[src/verilog/rw_gen_settings.svh]
// --------------------------------------------------
// Widths, buffer depth and nearly-full threshold
// for the read/write generator
// --------------------------------------------------

`ifndef RW_GEN_SETTINGS_SVH
`define RW_GEN_SETTINGS_SVH

// --------------------------------------------------
// Memory side widths
// --------------------------------------------------
`define RW_DATA_W 32
`define RW_ADDR_W 32
`define RW_TAG_W 8

// Item count per transaction
`define RW_COUNT_W 16

// --------------------------------------------------
// Buffers
// --------------------------------------------------
`define RW_FIFO_DEPTH 16

// Fill level that stops input; leaves room for words in flight
`define RW_PROG_THRESH 8

`endif
[src/verilog/rw_mem_pkg.sv]
// --------------------------------------------------
// Memory side types: data word, address, tag
// and the outgoing request payload
// --------------------------------------------------

`default_nettype none

`include "rw_gen_settings.svh"

package rw_mem_pkg;

    // --------------------------------------------------
    // Basic fields
    // --------------------------------------------------
    typedef logic [`RW_DATA_W-1:0] data_t;

    typedef logic [`RW_ADDR_W-1:0] addr_t;

    // Carried unchanged from the configuration
    typedef logic [`RW_TAG_W-1:0] tag_t;

    // --------------------------------------------------
    // Request payload
    // --------------------------------------------------
    // Address in the upper bits, tag at the bottom
    typedef struct packed {
        addr_t addr;
        data_t data;
        tag_t  tag;
    } request_t;

endpackage : rw_mem_pkg

`default_nettype wire

[src/verilog/rw_engine_pkg.sv]
// --------------------------------------------------
// Engine control types: item count, transaction
// parameters and controller states
// --------------------------------------------------

`default_nettype none

`include "rw_gen_settings.svh"

package rw_engine_pkg;

    typedef logic [`RW_COUNT_W-1:0] count_t;

    // --------------------------------------------------
    // Transaction parameters
    // --------------------------------------------------
    typedef struct packed {
        rw_mem_pkg::addr_t base_addr;
        rw_mem_pkg::addr_t stride;
        count_t            count;
        rw_mem_pkg::data_t incr;
        rw_mem_pkg::tag_t  tag;
    } rw_config_t;

    // --------------------------------------------------
    // Controller states
    // --------------------------------------------------
    typedef enum logic [2:0] {
        RESET,
        IDLE,
        START,
        BUSY,
        PAUSE,
        DONE
    } gen_state_t;

endpackage : rw_engine_pkg

`default_nettype wire

[src/verilog/rw_gen_top.sv]
// --------------------------------------------------
// Read/write generator top: input buffer, kernel,
// output buffer and controller
// --------------------------------------------------

`timescale 1ns/1ps
`default_nettype none

`include "rw_gen_settings.svh"

module rw_gen_top (
    input  logic                      ap_clk,
    input  logic                      areset,
    input  logic                      config_valid,
    input  rw_engine_pkg::rw_config_t config_in,
    input  logic                      data_valid,
    input  rw_mem_pkg::data_t         data_in,
    output logic                      data_ready,
    input  logic                      request_ready,
    output logic                      request_valid,
    output rw_mem_pkg::request_t      request_out,
    output logic                      busy,
    output logic                      done
);

    logic areset_generator;

    logic                 in_pop;
    logic                 in_full;
    logic                 in_empty;
    logic                 word_valid;
    rw_mem_pkg::data_t    word;
    logic                 req_valid;
    rw_mem_pkg::request_t req;
    logic                 out_pop;
    logic                 out_empty;
    logic                 prog_full;
    logic                 config_load;
    logic                 accept_enable;

    always_ff @(posedge ap_clk) begin
        areset_generator <= areset;
    end

    assign data_ready = ~in_full;
    assign in_pop     = accept_enable & ~in_empty;
    assign out_pop    = request_ready & ~out_empty;

    // --------------------------------------------------
    // Pipeline
    // --------------------------------------------------
    rw_sync_fifo #(
        .payload_t(rw_mem_pkg::data_t),
        .depth    (`RW_FIFO_DEPTH)
    ) input_fifo_i (
        .ap_clk          (ap_clk),
        .areset_generator(areset_generator),
        .push            (data_valid),
        .push_data       (data_in),
        .pop             (in_pop),
        .pop_data        (word),
        .pop_valid       (word_valid),
        .full            (in_full),
        .empty           (in_empty),
        .prog_full       ()
    );

    rw_gen_kernel kernel_i (
        .ap_clk          (ap_clk),
        .areset_generator(areset_generator),
        .config_load     (config_load),
        .config_in       (config_in),
        .word_valid      (word_valid),
        .word            (word),
        .req_valid       (req_valid),
        .req             (req)
    );

    rw_sync_fifo #(
        .payload_t(rw_mem_pkg::request_t),
        .depth    (`RW_FIFO_DEPTH)
    ) output_fifo_i (
        .ap_clk          (ap_clk),
        .areset_generator(areset_generator),
        .push            (req_valid),
        .push_data       (req),
        .pop             (out_pop),
        .pop_data        (request_out),
        .pop_valid       (request_valid),
        .full            (),
        .empty           (out_empty),
        .prog_full       (prog_full)
    );

    // Each request strobe retires one outstanding item
    rw_gen_control control_i (
        .ap_clk          (ap_clk),
        .areset_generator(areset_generator),
        .config_valid    (config_valid),
        .config_count    (config_in.count),
        .prog_full       (prog_full),
        .request_sent    (request_valid),
        .word_accepted   (in_pop),
        .config_load     (config_load),
        .accept_enable   (accept_enable),
        .busy            (busy),
        .done            (done)
    );

endmodule : rw_gen_top

`default_nettype wire

[src/verilog/rw_gen_kernel.sv]
// --------------------------------------------------
// Address and data computation, one registered
// request per accepted input word
// --------------------------------------------------

`timescale 1ns/1ps
`default_nettype none

module rw_gen_kernel (
    input  logic                      ap_clk,
    input  logic                      areset_generator,
    input  logic                      config_load,
    input  rw_engine_pkg::rw_config_t config_in,
    input  logic                      word_valid,
    input  rw_mem_pkg::data_t         word,
    output logic                      req_valid,
    output rw_mem_pkg::request_t      req
);

    rw_engine_pkg::rw_config_t cfg_q;

    // Running address of the next item
    rw_mem_pkg::addr_t next_addr;

    // --------------------------------------------------
    // Configuration and item address
    // --------------------------------------------------
    always_ff @(posedge ap_clk) begin
        if (config_load) begin
            cfg_q     <= config_in;
            next_addr <= config_in.base_addr;
        end else if (word_valid) begin
            next_addr <= next_addr + cfg_q.stride;
        end
    end

    // --------------------------------------------------
    // Request register
    // --------------------------------------------------
    always_ff @(posedge ap_clk) begin
        if (word_valid) begin
            req.addr <= next_addr;
            req.data <= word + cfg_q.incr;
            req.tag  <= cfg_q.tag;
        end
    end

    always_ff @(posedge ap_clk) begin
        if (areset_generator) begin
            req_valid <= 1'b0;
        end else begin
            req_valid <= word_valid;
        end
    end

endmodule : rw_gen_kernel

`default_nettype wire

[src/verilog/rw_gen_control.sv]
// --------------------------------------------------
// Transaction FSM with pause on back-pressure,
// released-word count and outstanding-request
// down counter
// --------------------------------------------------

`timescale 1ns/1ps
`default_nettype none

module rw_gen_control (
    input  logic                  ap_clk,
    input  logic                  areset_generator,
    input  logic                  config_valid,
    input  rw_engine_pkg::count_t config_count,
    input  logic                  prog_full,
    input  logic                  request_sent,
    input  logic                  word_accepted,
    output logic                  config_load,
    output logic                  accept_enable,
    output logic                  busy,
    output logic                  done
);

    rw_engine_pkg::gen_state_t state;
    rw_engine_pkg::gen_state_t next_state;

    rw_engine_pkg::count_t count_q;
    rw_engine_pkg::count_t remaining;
    rw_engine_pkg::count_t released;
    logic                  last_request;

    // Configuration only taken while idle
    assign config_load = (state == rw_engine_pkg::IDLE) & config_valid;

    // Final request of the transaction leaves this cycle
    assign last_request = request_sent & (remaining == rw_engine_pkg::count_t'(1));

    // --------------------------------------------------
    // State machine
    // --------------------------------------------------
    always_ff @(posedge ap_clk) begin
        if (areset_generator) begin
            state <= rw_engine_pkg::RESET;
        end else begin
            state <= next_state;
        end
    end

    always_comb begin
        next_state = state;
        case (state)
            rw_engine_pkg::RESET: next_state = rw_engine_pkg::IDLE;
            rw_engine_pkg::IDLE: begin
                if (config_valid) next_state = rw_engine_pkg::START;
            end
            rw_engine_pkg::START: begin
                // Empty transaction skips straight to the pulse
                if (count_q == '0) next_state = rw_engine_pkg::DONE;
                else next_state = rw_engine_pkg::BUSY;
            end
            rw_engine_pkg::BUSY: begin
                if (last_request) next_state = rw_engine_pkg::DONE;
                else if (prog_full) next_state = rw_engine_pkg::PAUSE;
            end
            rw_engine_pkg::PAUSE: begin
                if (last_request) next_state = rw_engine_pkg::DONE;
                else if (!prog_full) next_state = rw_engine_pkg::BUSY;
            end
            rw_engine_pkg::DONE: next_state = rw_engine_pkg::IDLE;
            default: next_state = rw_engine_pkg::RESET;
        endcase
    end

    // --------------------------------------------------
    // Counters
    // --------------------------------------------------
    always_ff @(posedge ap_clk) begin
        if (areset_generator) begin
            count_q   <= '0;
            remaining <= '0;
            released  <= '0;
        end else begin
            if (config_load) begin
                count_q <= config_count;
            end
            if (state == rw_engine_pkg::START) begin
                remaining <= count_q;
                released  <= '0;
            end else begin
                if (request_sent && remaining != '0) begin
                    remaining <= remaining - 1'b1;
                end
                if (word_accepted) begin
                    released <= released + 1'b1;
                end
            end
        end
    end

    // Never release more words than the transaction asks for
    assign accept_enable = (state == rw_engine_pkg::BUSY) && (released < count_q);

    assign busy = (state == rw_engine_pkg::BUSY) || (state == rw_engine_pkg::PAUSE);
    assign done = (state == rw_engine_pkg::DONE);

endmodule : rw_gen_control

`default_nettype wire

[src/verilog/rw_sync_fifo.sv]
// --------------------------------------------------
// Synchronous FIFO with registered read, typed
// payload and nearly-full flag
// --------------------------------------------------

`timescale 1ns/1ps
`default_nettype none

`include "rw_gen_settings.svh"

module rw_sync_fifo #(
    parameter type payload_t = logic [7:0],
    parameter int  depth     = 16
) (
    input  logic     ap_clk,
    input  logic     areset_generator,
    input  logic     push,
    input  payload_t push_data,
    input  logic     pop,
    output payload_t pop_data,
    output logic     pop_valid,
    output logic     full,
    output logic     empty,
    output logic     prog_full
);

    localparam int ptr_w = (depth > 1) ? $clog2(depth) : 1;
    localparam int cnt_w = $clog2(depth + 1);

    payload_t mem [depth];

    logic [ptr_w-1:0] wr_ptr;
    logic [ptr_w-1:0] rd_ptr;
    logic [cnt_w-1:0] fill;
    logic             do_push;
    logic             do_pop;

    // Requests on a full or empty buffer are dropped here
    assign do_push = push & ~full;
    assign do_pop  = pop & ~empty;

    assign full      = (fill == cnt_w'(depth));
    assign empty     = (fill == '0);
    assign prog_full = (fill >= cnt_w'(`RW_PROG_THRESH));

    // --------------------------------------------------
    // Pointers and fill level
    // --------------------------------------------------
    always_ff @(posedge ap_clk) begin
        if (areset_generator) begin
            wr_ptr    <= '0;
            rd_ptr    <= '0;
            fill      <= '0;
            pop_valid <= 1'b0;
        end else begin
            pop_valid <= do_pop;
            if (do_push) begin
                wr_ptr <= (wr_ptr == ptr_w'(depth - 1)) ? '0 : wr_ptr + 1'b1;
            end
            if (do_pop) begin
                rd_ptr <= (rd_ptr == ptr_w'(depth - 1)) ? '0 : rd_ptr + 1'b1;
            end
            case ({do_push, do_pop})
                2'b10:   fill <= fill + 1'b1;
                2'b01:   fill <= fill - 1'b1;
                default: fill <= fill;
            endcase
        end
    end

    // Storage and registered read port
    always_ff @(posedge ap_clk) begin
        if (do_push) begin
            mem[wr_ptr] <= push_data;
        end
        if (do_pop) begin
            pop_data <= mem[rd_ptr];
        end
    end

endmodule : rw_sync_fifo

`default_nettype wire

[config.mk]
export PLATFORM = sky130hd
export DESIGN_NAME = rw_gen_top
export DESIGN_NICKNAME = d
export VERILOG_FILES = /design/src/verilog/rw_mem_pkg.sv /design/src/verilog/rw_engine_pkg.sv /design/src/verilog/rw_gen_top.sv /design/src/verilog/rw_gen_kernel.sv /design/src/verilog/rw_gen_control.sv /design/src/verilog/rw_sync_fifo.sv
export VERILOG_INCLUDE_DIRS = /design/src /design/src/verilog
export SDC_FILE = /design/constraint.sdc
export NUM_CORES = 2
export LEC_CHECK = 0
export ABC_AREA = 1
export CAP_MARGIN = 20
export CORE_MARGIN = 2
export CORE_UTILIZATION = 54
export DETAILED_ROUTE_END_ITERATION = 16
export DONT_BUFFER_PORTS = 1
export HOLD_SLACK_MARGIN = 0.15
export PLACE_DENSITY = 0.75
export SLEW_MARGIN = 0
export SYNTH_ARGS = -nofsm -noshare
export SYNTH_HDL_FRONTEND = slang
export SYNTH_SLANG_ARGS = --single-unit
[constraint.sdc]
create_clock -name ap_clk -period 6.3 [get_ports ap_clk]
set_clock_uncertainty 0.2 [all_clocks]
set_input_delay 1.89 -clock ap_clk [delete_from_list [all_inputs] [get_ports ap_clk]]
set_output_delay 1.89 -clock ap_clk [all_outputs]
set_load 0.03 [all_outputs]
==> reports/metrics.yaml <==
floorplanning:
  coreArea_sq_mm: 0.150
  start_util_pct: 54.5
  die_height_um: 393
  rows: 142
  ioPinCount: 233
  fp.dieArea_sq_mm: 0.155
  die_x_um: 393
sta:
  holdWs_ns: 0.209
  worst_pin_slew_ns: 1.19
  layout_setup_ws_ns: 2.19
  fmax_ghz: 0.243
  hold_viol: 0
  report.final.slew_viol_count: 0
  setup_viol: 0
  rsz0062_at_grt: "no"
  max_slew_margin_pct: 20.3
  period_needed_ns: 4.11
  fin_tns_setup_ns: 0
  period_share_pct: 65.3
grt:
  first_global_vias: 49500
  grt_start_max_net_pins: 258
  grt_antenna_before_repair: 39
  grt_pass1_wl_um: 299000
  grt.overflow.total: 0
  grt_util_all_layers_pct: 25.8
clock_tree:
  ctsRootBufferMaster: "clkbuf_16"
  cts_resized: 0
  cts_tree: "yes"
  cts_max_path_buffers: 3
  clock_latency_ns: 0.86
  ctsHoldBuffers: 0
  h-tree-depth: 4
  numCtsBuffers: 195
  post_cts_buffers: 0
  clkSinkCount: 2025
  clk_pin_slew_ns: 0.06
drt:
  wl_um: 200000
  dr.pass1.iters: 8
  drtIter0Drc: 5819
  drc: 0
  vias: 51300
  viasPerCell: 6.06
  wl_per_cell_um: 23.7
  antenna_left: 0
synth:
  yosysTopAreaCellShare_pct: 71.4
  yosysWarnings: 0
  yosys.area_share.adder_pct: 1.60
  synth_area_leaders: "edfxtp_1 71%, nor2_1 5.1%, o21ai_0 4.0%"
  synth_simple_gate_area_share_pct: 10.8
  synth_area_per_cell_sq_um: 12.9
  synth_compound_area_share_pct: 9.50
  syn-num-nets: 6596
  synth_top_area_cell: "edfxtp_1"
  yosysSeqAreaShare_pct: 73.4
  synthCells: 6337
  yosys_register_bits: 2025
  netlist_area_sq_mm: 0.0818
  synth_xor_area_share_pct: 0.439
  ys_types: 44
  synth.mux.area_fraction_pct: 1.42
  synth_top_family_by_area: "simple AND/OR/NAND/NOR gates"
outcome:
  outcome: "finished clean"
power_and_ir_drop:
  vdd_ir_drop_max_uv: 429
  p_leak_uw: 0.0303
  p_per_area_mw_per_mm2: 391
setup_path:
  cp.required_ns: 6.86
  max_stage_delay_ns: 0.67
  cp.arrival_ns: 4.68
  end_kind: "flop"
  slowest_stage: "nand2_1"
  worstPathCellList: "inv_1 > ha_1 > nand2_1 > inv_1 > nand2_1 > nand2_1 > nand2_1 > nand2_1 > nand2_1 > nand3_2 > inv_1 > ha_1 > inv_1 > fa_1 > inv_1 > nand2_1 > nand2_1 > a21oi_1 > nor2_1 > nor2_1 > nand2_1 > o21ai_0 > a21oi_1"
  startpoint_type: "flop"
  critPathMaxFanout: 27
  path_class: "flop to flop"
  critPathMostFrequentCell: "nand2_1"
final_layout:
  finalCoreUtilization_pct: 60.5
  regArea_sq_mm: 0.0600
  multiInputGateArea_sq_mm: 0.0197
  final_cell_mix: "1,944 x edfxtp_1, 1,069 x nor2_1, 740 x nand2_1"
  final_common_cell: "edfxtp_1"
  drive_above_1_share_pct: 6.64
  fin_area_sq_mm: 0.0908
  nets: 6534
  n_fill_cell: 11000
  syn_to_final_growth_pct: 11.0
job:
  cap_viol_max_count: 0
placement:
  dp_slack_ns: 2.02
  dpl_cell_area_sq_mm: 0.0840
  globalplace.congestion: 0.897
  io_buffers: 0
  dp_hpwl_um: 116000
min_path:
  worstHoldPathType: "flop to flop"
logic make-up after synthesis:
family,Yosys count
flops,2025
buf+inv,584
simple gates,2202
xor+xnor,41
mux,116
compound gates,1267
fa+ha+maj,102
cell type report:
class,instances,area share (%)
multi-input combinational,3728,21.7
inverter,241,1.02
antenna,21,0.0579
clock inverter,119,1.64
tap,2016,2.78
timing repair buffer,84,1.10
sequential,2025,66.1
clock buffer,238,5.60
final timing paths:
path              cells past startpoint                 start  slack (ns)                    to
setup / recovery                     23  control_i.count_q[3]        2.19  input_fifo_i.fill[4]
hold / removal                        0     kernel_i.cfg_q[2]        0.21       kernel_i.req[2]
hold reg to reg                       0     kernel_i.cfg_q[2]        0.21       kernel_i.req[2]
setup reg to reg                     23  control_i.count_q[3]        2.19  input_fifo_i.fill[4]
worst max-delay path, delay by kind of cell (launching register included):
family	cells	cell delay, ns
AO/OA/AOI/OAI	3	0.27
buffers and inverters	5	0.50
flip-flops	1	0.34
adder cells (fa/ha/maj)	3	0.94
AND/OR/NAND/NOR	12	1.78
synthesized netlist by cell type (all sizes together):
| master | n |
|---|---|
| a21o | 5 |
| clkbuf | 265 |
| o22ai | 104 |
| a31oi | 1 |
| and3 | 3 |
| o32ai | 144 |
| o31ai | 1 |
| buf | 78 |
| xnor2 | 15 |
| and2 | 1 |
| nand3b | 11 |
| a21oi | 124 |
| ha | 98 |
| a211oi | 3 |
| xor2 | 26 |
| nor3 | 21 |
| nor4 | 4 |
| nand3 | 275 |
| clkinv | 1 |
| o21bai | 6 |
| or2 | 7 |
| o221ai | 140 |
| dfxtp | 81 |
| nor2 | 1106 |
| o21a | 5 |
| nand2 | 743 |
| edfxtp | 1944 |
| o211ai | 69 |
| a21boi | 2 |
| mux2i | 116 |
| inv | 240 |
| nand4 | 31 |
| fa | 4 |
| o21ai | 663 |
state kept, by name, indices dropped and copies added (netlist names), 5 cells and up:
name                    cells
input_fifo_i.fill           5
input_fifo_i.mem          512
kernel_i.next_addr         32
kernel_i.req               72
input_fifo_i.pop_data      32
output_fifo_i.mem        1152
control_i.count_q          16
output_fifo_i.fill          5
output_fifo_i.pop_data     72
control_i.remaining        16
control_i.released         16
kernel_i.cfg_q             72
metrics by stage:
| step | power [uW] | std cells |
|---|---|---|
| after global placement | 23500 | 8081 |
| after global routing | 36900 | 8458 |
| after floorplan | 21600 | 6337 |
| after detailed placement | 23600 | 8089 |
| after CTS | 35500 | 8446 |
| final | 35400 | 8472 |
report_power, final:
part	switching, uW	internal [uW]	total [uW]
Sequential	977	15600	16600
Combinational	4760	2130	6890
Clock	4990	6990	12000
Total	10700	24700	35400
metal layers:
layer  GRT usage, %  wire length [um]  part of all wire, %
met5              0               150                0.075
met4           8.47              5550                  2.8
met3           5.62             18100                  9.0
met2           42.5             97700                   49
met1           34.2             78800                   39
No activity file was read; power rests on OpenSTA's default activity.
